### config.mk
export PLATFORM = sky130hd
export DESIGN_NAME = firDecimatorTop
export DESIGN_NICKNAME = d
export VERILOG_FILES = /design/src/source/firPkg.sv /design/src/source/firDecimatorTop.sv /design/src/source/outputStage.sv /design/src/source/daLutBank.sv /design/src/source/sampleWindow.sv /design/src/source/frameTimer.sv
export SDC_FILE = /design/constraint.sdc
export NUM_CORES = 1
export LEC_CHECK = 0
export BUFFER_PORTS_ARGS = -buffer_cell sky130_fd_sc_hd__buf_2
export CAP_MARGIN = 20
export CORE_ASPECT_RATIO = 0.5
export CORE_MARGIN = 8
export CORE_UTILIZATION = 49
export DETAILED_ROUTE_END_ITERATION = 8
export PLACE_DENSITY = 0.68
export REMOVE_ABC_BUFFERS = 1
export SLEW_MARGIN = 20
export SYNTH_ARGS = -nofsm -noshare
export SYNTH_HDL_FRONTEND = slang
export SYNTH_HIERARCHICAL = 1
export SYNTH_SLANG_ARGS = --single-unit
### constraint.sdc
create_clock -name clk -period 2.57 [get_ports clk]
set_input_delay 0.257 -clock clk [delete_from_list [all_inputs] [get_ports clk]]
set_output_delay 0.257 -clock clk [all_outputs]
set_load 0.02 [all_outputs]
### src/source/firPkg.sv
package firPkg;

    localparam int tapCount = 16;                 // samples in the filter window.
    localparam int halfTaps = tapCount / 2;       // samples per window half.
    localparam int lutSize = 4;                   // window bits addressing one table.
    localparam int nMant = 14;                    // fraction bits of the internal sums.
    localparam int sumWidth = nMant + 4;          // four guard bits above the fraction.
    localparam int outWidth = 14;

    typedef logic signed [sumWidth-1:0] coef_t;
    typedef coef_t coefSlice_t [halfTaps];

    // Operation joining the lookahead and lookback half sums.
    typedef enum logic {
        ADD,
        SUB
    } combineOp_t;

    // hb[0] sits next to the window centre, hb[7] weights the newest sample.
    localparam coefSlice_t hb = '{
        2600,
        2200,
        1550,
        900,
        400,
        110,
        -40,
        -70
    };

    // hf[0] sits next to the window centre, hf[7] weights the oldest sample.
    localparam coefSlice_t hf = '{
        2550,
        2150,
        1500,
        880,
        380,
        90,
        -30,
        -60
    };

    // Each address bit selects +coef for a 1 sample and -coef for a 0 sample,
    // so one table entry holds the bipolar partial sum of lutSize taps.
    function automatic coef_t lutEntry(
        input coefSlice_t coef,
        input int first,
        input logic [lutSize-1:0] addr
    );
        coef_t acc;
        acc = '0;
        for (int j = 0; j < lutSize; j++) begin
            if (addr[j]) begin
                acc = acc + coef[first + j];
            end else begin
                acc = acc - coef[first + j];
            end
        end
        return acc;
    endfunction

endpackage
### src/source/firDecimatorTop.sv
`timescale 1ns/10ps

module firDecimatorTop #(
    parameter int                 OSR = 4,
    parameter firPkg::combineOp_t combineOp = firPkg::ADD
) (
    input  logic                        clk,
    input  logic                        rst,
    input  logic                        in,
    output logic [firPkg::outWidth-1:0] out,
    output logic                        valid
);

    import firPkg::*;

    logic frameTick;
    logic [$clog2(OSR)-1:0] bitIndex;
    logic [halfTaps-1:0] lookahead;
    logic [halfTaps-1:0] lookback;
    logic signed [sumWidth-1:0] aheadSum;
    logic signed [sumWidth-1:0] backSum;

    frameTimer #(.OSR(OSR)) timer (
        .clk(clk),
        .rst(rst),
        .frameTick(frameTick),
        .bitIndex(bitIndex)
    );

    sampleWindow #(.OSR(OSR)) window (
        .clk(clk),
        .rst(rst),
        .in(in),
        .frameTick(frameTick),
        .bitIndex(bitIndex),
        .lookahead(lookahead),
        .lookback(lookback)
    );

    daLutBank #(.coef(hb)) aheadBank (
        .clk(clk),
        .rst(rst),
        .frameTick(frameTick),
        .taps(lookahead),
        .halfSum(aheadSum)
    );

    daLutBank #(.coef(hf)) backBank (
        .clk(clk),
        .rst(rst),
        .frameTick(frameTick),
        .taps(lookback),
        .halfSum(backSum)
    );

    outputStage #(.combineOp(combineOp), .OSR(OSR)) outStage (
        .clk(clk),
        .rst(rst),
        .frameTick(frameTick),
        .aheadSum(aheadSum),
        .backSum(backSum),
        .out(out),
        .valid(valid)
    );

endmodule

### src/source/outputStage.sv
`timescale 1ns/10ps

module outputStage #(
    parameter firPkg::combineOp_t combineOp = firPkg::ADD,
    parameter int                 OSR = 4
) (
    input  logic                               clk,
    input  logic                               rst,
    input  logic                               frameTick,
    input  logic signed [firPkg::sumWidth-1:0] aheadSum,
    input  logic signed [firPkg::sumWidth-1:0] backSum,
    output logic [firPkg::outWidth-1:0]        out,
    output logic                               valid
);

    import firPkg::*;

    localparam int shiftBits = nMant - (outWidth - 1);
    // window fill, then one tick for the half sums and one for out.
    localparam int warmupTicks = tapCount / OSR + 2;
    localparam int countWidth = $clog2(warmupTicks);

    logic signed [sumWidth-1:0] total;
    logic signed [sumWidth-1:0] scaled;
    logic [outWidth-1:0] offsetWord;
    logic [countWidth-1:0] tickCount;

    always_comb begin
        case (combineOp)
            SUB:     total = aheadSum - backSum;
            default: total = aheadSum + backSum;
        endcase
    end

    assign scaled = total >>> shiftBits;           // upper guard bits are dropped below.

    // Flipping the sign bit turns two's complement into offset binary.
    assign offsetWord = {~scaled[outWidth-1], scaled[outWidth-2:0]};

    always_ff @(posedge clk or negedge rst) begin
        if (!rst) begin
            out <= '0;
        end else if (frameTick) begin
            out <= offsetWord;
        end
    end

    always_ff @(posedge clk or negedge rst) begin
        if (!rst) begin
            tickCount <= '0;
            valid <= 1'b0;
        end else if (frameTick && !valid) begin
            tickCount <= tickCount + 1'b1;
            if (tickCount == countWidth'(warmupTicks - 1)) begin
                valid <= 1'b1;                     // this tick registers the first full window.
            end
        end
    end

    // the scaler does not saturate, so the dropped guard bits may only repeat the sign.
    noWrap: assert property (
        @(posedge clk) disable iff (!rst)
        frameTick |-> (scaled[sumWidth-1:outWidth-1] == '0
                       || scaled[sumWidth-1:outWidth-1] == '1)
    ) else $error("scaled sum wraps at the output width");

endmodule

### src/source/daLutBank.sv
`timescale 1ns/10ps

module daLutBank #(
    parameter firPkg::coefSlice_t coef = firPkg::hb
) (
    input  logic                              clk,
    input  logic                              rst,
    input  logic                              frameTick,
    input  logic [firPkg::halfTaps-1:0]       taps,
    output logic signed [firPkg::sumWidth-1:0] halfSum
);

    import firPkg::*;

    localparam int lutCount = halfTaps / lutSize;
    localparam int lutDepth = 2 ** lutSize;

    coef_t lutOut [lutCount];
    coef_t sumNext;

    // One ROM per group of lutSize taps, filled from the coefficient slice.
    generate
        for (genvar t = 0; t < lutCount; t++) begin : lutGen
            coef_t rom [lutDepth];

            for (genvar e = 0; e < lutDepth; e++) begin : entryGen
                localparam coef_t entryValue = lutEntry(coef, t * lutSize, lutSize'(e));
                assign rom[e] = entryValue;
            end

            assign lutOut[t] = rom[taps[t*lutSize +: lutSize]];   // taps address the ROM.
        end
    endgenerate

    // partial sums of the tables add up to the bipolar dot product of the half.
    always_comb begin
        sumNext = '0;
        for (int t = 0; t < lutCount; t++) begin
            sumNext = sumNext + lutOut[t];
        end
    end

    always_ff @(posedge clk or negedge rst) begin
        if (!rst) begin
            halfSum <= '0;
        end else if (frameTick) begin
            halfSum <= sumNext;
        end
    end

    // A gap in the frame bits upstream would show up here as X.
    knownSum: assert property (
        @(posedge clk) disable iff (!rst)
        !$isunknown(halfSum)
    ) else $error("halfSum unknown after reset");

endmodule

### src/source/sampleWindow.sv
`timescale 1ns/10ps

module sampleWindow #(
    parameter int OSR = 4
) (
    input  logic                             clk,
    input  logic                             rst,
    input  logic                             in,
    input  logic                             frameTick,
    input  logic [$clog2(OSR)-1:0]           bitIndex,
    output logic [firPkg::halfTaps-1:0]      lookahead,
    output logic [firPkg::halfTaps-1:0]      lookback
);

    import firPkg::*;

    localparam int idxWidth = $clog2(OSR);
    localparam logic [idxWidth-1:0] lastIndex = idxWidth'(OSR - 1);

    // Bit 0 of the frame is the newest sample and comes straight from in on the tick.
    logic [OSR-1:1] frame;
    logic [tapCount-1:0] window;                  // window[a] holds the sample of age a.
    logic [idxWidth-1:0] framePos;

    assign framePos = lastIndex - bitIndex;

    // each bit lands in a fixed slot so the stored frame only toggles once per sample.
    always_ff @(posedge clk) begin
        if (bitIndex != lastIndex) begin
            frame[framePos] <= in;
        end
    end

    always_ff @(posedge clk or negedge rst) begin
        if (!rst) begin
            window <= '0;
        end else if (frameTick) begin
            window <= {window[tapCount-OSR-1:0], frame, in};
        end
    end

    // the lookahead half is mirrored so that bit i meets hb[i].
    always_comb begin
        for (int i = 0; i < halfTaps; i++) begin
            lookahead[i] = window[halfTaps-1-i];
        end
    end

    assign lookback = window[tapCount-1:halfTaps];

endmodule

### src/source/frameTimer.sv
`timescale 1ns/10ps

module frameTimer #(
    parameter int OSR = 4
) (
    input  logic                   clk,
    input  logic                   rst,
    output logic                   frameTick,
    output logic [$clog2(OSR)-1:0] bitIndex
);

    localparam int idxWidth = $clog2(OSR);
    localparam logic [idxWidth-1:0] lastIndex = idxWidth'(OSR - 1);

    // bitIndex doubles as the prescale counter.
    always_ff @(posedge clk or negedge rst) begin
        if (!rst) begin
            bitIndex <= '0;
        end else if (bitIndex == lastIndex) begin
            bitIndex <= '0;
        end else begin
            bitIndex <= bitIndex + 1'b1;
        end
    end

    assign frameTick = (bitIndex == lastIndex);   // high while the last bit of a frame arrives.

    generate
        if (OSR > 1) begin : tickCheck
            // every stage is enabled by this pulse, so a double tick would skip a frame.
            singleTick: assert property (
                @(posedge clk) disable iff (!rst)
                frameTick |=> !frameTick
            ) else $error("frameTick high in two consecutive cycles");
        end
    endgenerate

endmodule

Yosys cells after proc, flatten, opt, wreduce, memory -nomap -nowiden:

Memory sizes are Yosys's and may differ from the RTL's.
Index checks and enable logic that the tools add are counted.

* memories kept: 4
* bits of input ports: 3
* bits in read-only memories: 1152
* bits in registers: 69

* multiplexer cells: 12
* bitwise gates (word level): 5
* add/sub/neg operators: 6
* magnitude comparators: 6
* reductions and logical operators: 4
* equality and inequality tests: 3

Memories
* (no name shown): depth 16, bits a word 18, rd ports 1, clocked after Yosys merged registers in 0, wr ports 0, RTL line daLutBank.sv:31 `assign lutOut[t] = rom[taps[t*lutSize +: lutSize]];`
* (no name shown): depth 16, bits a word 18, rd ports 1, clocked after Yosys merged registers in 0, wr ports 0, RTL line daLutBank.sv:31
* (no name shown): depth 16, bits a word 18, rd ports 1, clocked after Yosys merged registers in 0, wr ports 0, RTL line daLutBank.sv:31
* (no name shown): depth 16, bits a word 18, rd ports 1, clocked after Yosys merged registers in 0, wr ports 0, RTL line daLutBank.sv:31

Operator list (count)
* $mux W15: 8
* $add A15 B15 Y15: 3
* $ge A5 B5 Y1 const B: 4
* $not A4 Y5: 4
* $add A3 B1 Y3 const B: 1
* $bwmux W3: 1
* $eq A3 B3 Y1 const B: 1
* $lt A2 B3 Y1 const B: 1
* $add A2 B1 Y2 const B: 1
* $demux W1 S2: 1
* $eq A2 B2 Y1 const B: 1
* $ge A2 B1 Y1 const B: 1
* $logic_and A1 B1 Y1: 2
* $mux W2: 1
* $ne A2 B2 Y1 const B: 1
* $reduce_and A2 Y1: 1
* $sub A2 B2 Y2 const A: 1
* $logic_not A1 Y1: 1
* $mux W1: 1
* $not A1 Y1: 1

Longest topological paths before layout:

* depth after elaboration: 6
* gate-level depth with buffers: 12
* gate-level depth less buffers: 12

Cells and area by module:

Netlist, hierarchy kept.

Modules (own cells, without submodules)
* daLutBank (aheadBank): sequential area each 425.4 µm², area each 1773.0 µm², cells each 203, instances 1
* daLutBank (backBank): sequential area each 400.4 µm², area each 1773.0 µm², cells each 210, instances 1
* outputStage: sequential area each 450.4 µm², area each 1471.4 µm², cells each 156, instances 1
* sampleWindow: sequential area each 490.5 µm², area each 755.7 µm², cells each 40, instances 1
* frameTimer: sequential area each 50.0 µm², area each 66.3 µm², cells each 4, instances 1

Least setup slack after synthesis:

Ideal clock, no wire load.

* path kind: reg-to-reg
* start: reg window.window[7]
* end: reg aheadBank/halfSum[11] in the netlist's numbering
* library setup time: 0.125 ns
* arrival: 2.601 ns
* data required time: 2.445 ns
* path slack: -0.156 ns
* clock period less this slack: 2.726 ns
* cell stages (with the launch flop): 12
* cell sequence: dfrtp_1 > inv_1 > ha_1 > buf_2 > o21ai_0 > a221o_1 > ha_1 > a21oi_1 > o21ai_0 > a31oi_4 > xnor2_1 > mux2_2

* longest elaborated chain between the ends: 5

RTL lines
* start: declaration: RTL line sampleWindow.sv:22 `logic [tapCount-1:0] window;`
* start signal: assignment: RTL line sampleWindow.sv:38 `window <= {window[tapCount-OSR-1:0], frame, in};`
* $not A4 Y5 (implied by the code): RTL line daLutBank.sv:31
* $mem_v2 Z16 W18
* $mux W15 (implied by the code) (2 in a row): RTL line daLutBank.sv:31
* $add A15 B15 Y15: RTL line daLutBank.sv:39 `sumNext = sumNext + lutOut[t];`
* end signal: assignment: RTL line daLutBank.sv:47 `halfSum <= sumNext;`
* end: declaration: RTL line daLutBank.sv:10 `output logic signed [firPkg::sumWidth-1:0] halfSum`

Every way passes these cells. The select of a mux whose other input is x is not followed.
A chain may end at the register's enable or synchronous reset.

Final worst setup path:

* start: reg window.window[4]
* end: reg aheadBank/halfSum[10] in the netlist's numbering

Same word-level chain as after synthesis.

==> results.md <==
* Outcome: completed
* Hold path cells at 1
* Clock Sinks at 66
* Worst path arrival time at 2780 ps
* Setup-failing EPs final at 0
* Global-route wire length before repair at 21.7 mm
* Setup slack, reg-to-reg at 20 ps
* Initial antenna violation count at 0
* Power Dens Cells at 604 nW/um2
* DIE HEIGHT at 91.5 um
* IO Pins at 18
* Initial core utilization at 50.5%
* Die X at 167 um
* RSZ-0062 raised after global routing: true
* All-layer global routing usage at 17.1%
* Number of max-cap violations at 0
* Worst hold start: in
* Average cell area after synthesis at 9.51 um2
* Die area at 15300 um2
* Pin count of the biggest net entering global routing at 29
* Data required, critical path at 2800 ps
* Routed len/inst at 17.3 um
* HP Class: in -> reg
* CTS H-tree depth at 3
* Port Buffers at 17
* Diode count at 0
* Critical path's slowest cell: dfrtp_1
* Setup crit start kind: register
* Layout Nets at 731
* Core area at 11000 um2
* Sequential power share at 32.2%
* Switching part of the total at 35.0%
* Worst-Margin Slew at 509 ps
* Leak at 2.97 nW
* Worst skew pair latency at 340 ps
* R2R depth at 10
* Clock slew at reported path FFs at 60 ps
* Area growth syn-to-layout at 24.2%
* Clock share of power at 32.1%
* Crit path time final at 2550 ps
* Pre-CTS setup slack at -72.6 ps
* Period utilisation layout at 99.3%
* Mapped Area at 5580 um2
* Skew final at 9.09 ps
* Worst path cell trace: buf_4 -> and3_1 -> a21oi_1 -> o21ai_0 -> ha_4 -> o211ai_1 -> a21oi_2 -> o211ai_1 -> a21o_1 -> a31o_1
* Worst r2r src: window/window[4]
* Power, Total at 4.19 mW
* Fmax at 392 MHz
* DPL Wire Length at 9.80 mm
* # DRC at 0
* Max rail drop VDD at 0.000320 V
* Synth warn at 6
* TritonCTS Buffers at 9
* Combinational share of power at 35.7%
* Row count at 27
* CP Capture Type: register
* Slew HR at 66.1%
* Most frequent CP cell: o211ai_1
* Buf/Inv on CP at 1
* Antenna viol nets, final at 0
* Critical R2R Capture: aheadBank/halfSum[10]
* Final WL at 13.9 mm
* Kind of cell adding the most delay to the critical path: compound AO/OA/AOI/OAI gates
* Power Internal at 2.72 mW
* Starting DRT DRC Count at 327
* Max Slew Vio Count at 0
* Routed vias/inst at 5.79
* Critical path's largest stage delay at 480 ps
* Critical-path maximum fanout at 8
* Vias in the first global route at 4355
* Root Buffer Master: clkbuf_16
* WS Path Type: reg -> reg
* Final Hold Fails at 0
* GRT overflow at 0
* Util after Layout at 62.8%
* Placer congestion estimate at 0.899
* Pre-Repair DR Iteration Count at 5
* Via count at 4665
* Share of cells above drive strength 1 at 34.8%
* CTS tree: yes
* Hold Path Sink: window/frame[3]
* P_sw at 1.47 mW
* Syn Inst Count at 587
* Clk buf depth at 2
* Final Worst Setup Slack at 18.2 ps
layer usage:
layer	wire length (um)	global-route usage (%)
met1	6720	23.3
met2	6220	26.7
met3	778	3.84
met4	214	4.91
met5	0	0
worst max-delay path by stage:
stage | start | endpoint | slack (ps) | depth (start not counted)
after global placement | window/window[7] | aheadBank/halfSum[11] | -40 | 12
after detailed placement | window/window[12] | backBank/halfSum[13] | -70 | 10
after floorplan | timer/bitIndex[0] | outStage/out[11] | -740 | 4
final | window/window[4] | aheadBank/halfSum[10] | 20 | 10
after global routing | window/window[7] | aheadBank/halfSum[10] | -110 | 13
after CTS | window/window[8] | backBank/halfSum[11] | 0.5 | 9
repair_timing:
| item | CTS | global route |
|---|---|---|
| buffers inserted | 4 | 11 |
| gates resized for setup | 16 | 73 |
| endpoints found under the hold margin | 18 | 0 |
| endpoints found under the setup margin | 11 | 17 |
| hold buffers | 1 | 0 |
| pin swaps | 1 | 35 |
area by class of cell:
cell class                      count  area, um2
Multi-Input combinational cell    456       3970
Fill cell                         855       4110
Timing Repair Buffer               87        644
Inverter                           37        144
Clock inverter                      6       90.1
Clock buffer                        9        225
Tap cell                          145        181
Sequential cell                    66       1670
state kept, by name (all words and copies together) (netlist names):
name / count
aheadBank/halfSum: 14
window/frame: 3
timer/bitIndex: 2
backBank/halfSum: 13
window/window: 16
outStage/valid: 1
outStage/tickCount: 3
outStage/out: 14
metrics by stage:
step / cell area [um2] / hold slack, ps / TNS, ps / instances
final: 6930 / 153 / 0 / 806
after detailed placement: 6110 / 252 / -198 / 776
after CTS: 6520 / 150 / 0 / 796
after global routing: 6930 / 158 / -805 / 806
after floorplan: 5420 / -38.6 / -10930 / 559
after global placement: 6110 / 242 / -37.7 / 776
power groups by stage:
| stage | Clock [mW] | Sequential (mW) | Combinational (mW) |
|---|---|---|---|
| CTS | 1.36 | 1.35 | 1.40 |
| global route | 1.40 | 1.37 | 1.63 |
| global placement | 0 | 1.35 | 1.35 |
| finish | 1.34 | 1.35 | 1.50 |
| floorplan | 0 | 1.46 | 0.867 |
| detailed placement | 0 | 1.36 | 1.38 |
layout by cell type, fill, tap and decap left out, drive strengths merged, types with 9 or more instances in the layout:
master,instances
buf,86
ha,68
dfrtp,63
a21oi,49
nand2,46
inv,38
mux2,36
nor2,34
o21ai,31
xnor2,22
a211oi,12
o211ai,11
nor2b,10
o21a,9
clkbuf,9
o31ai,9
No activity file was read; power rests on OpenSTA's default activity.
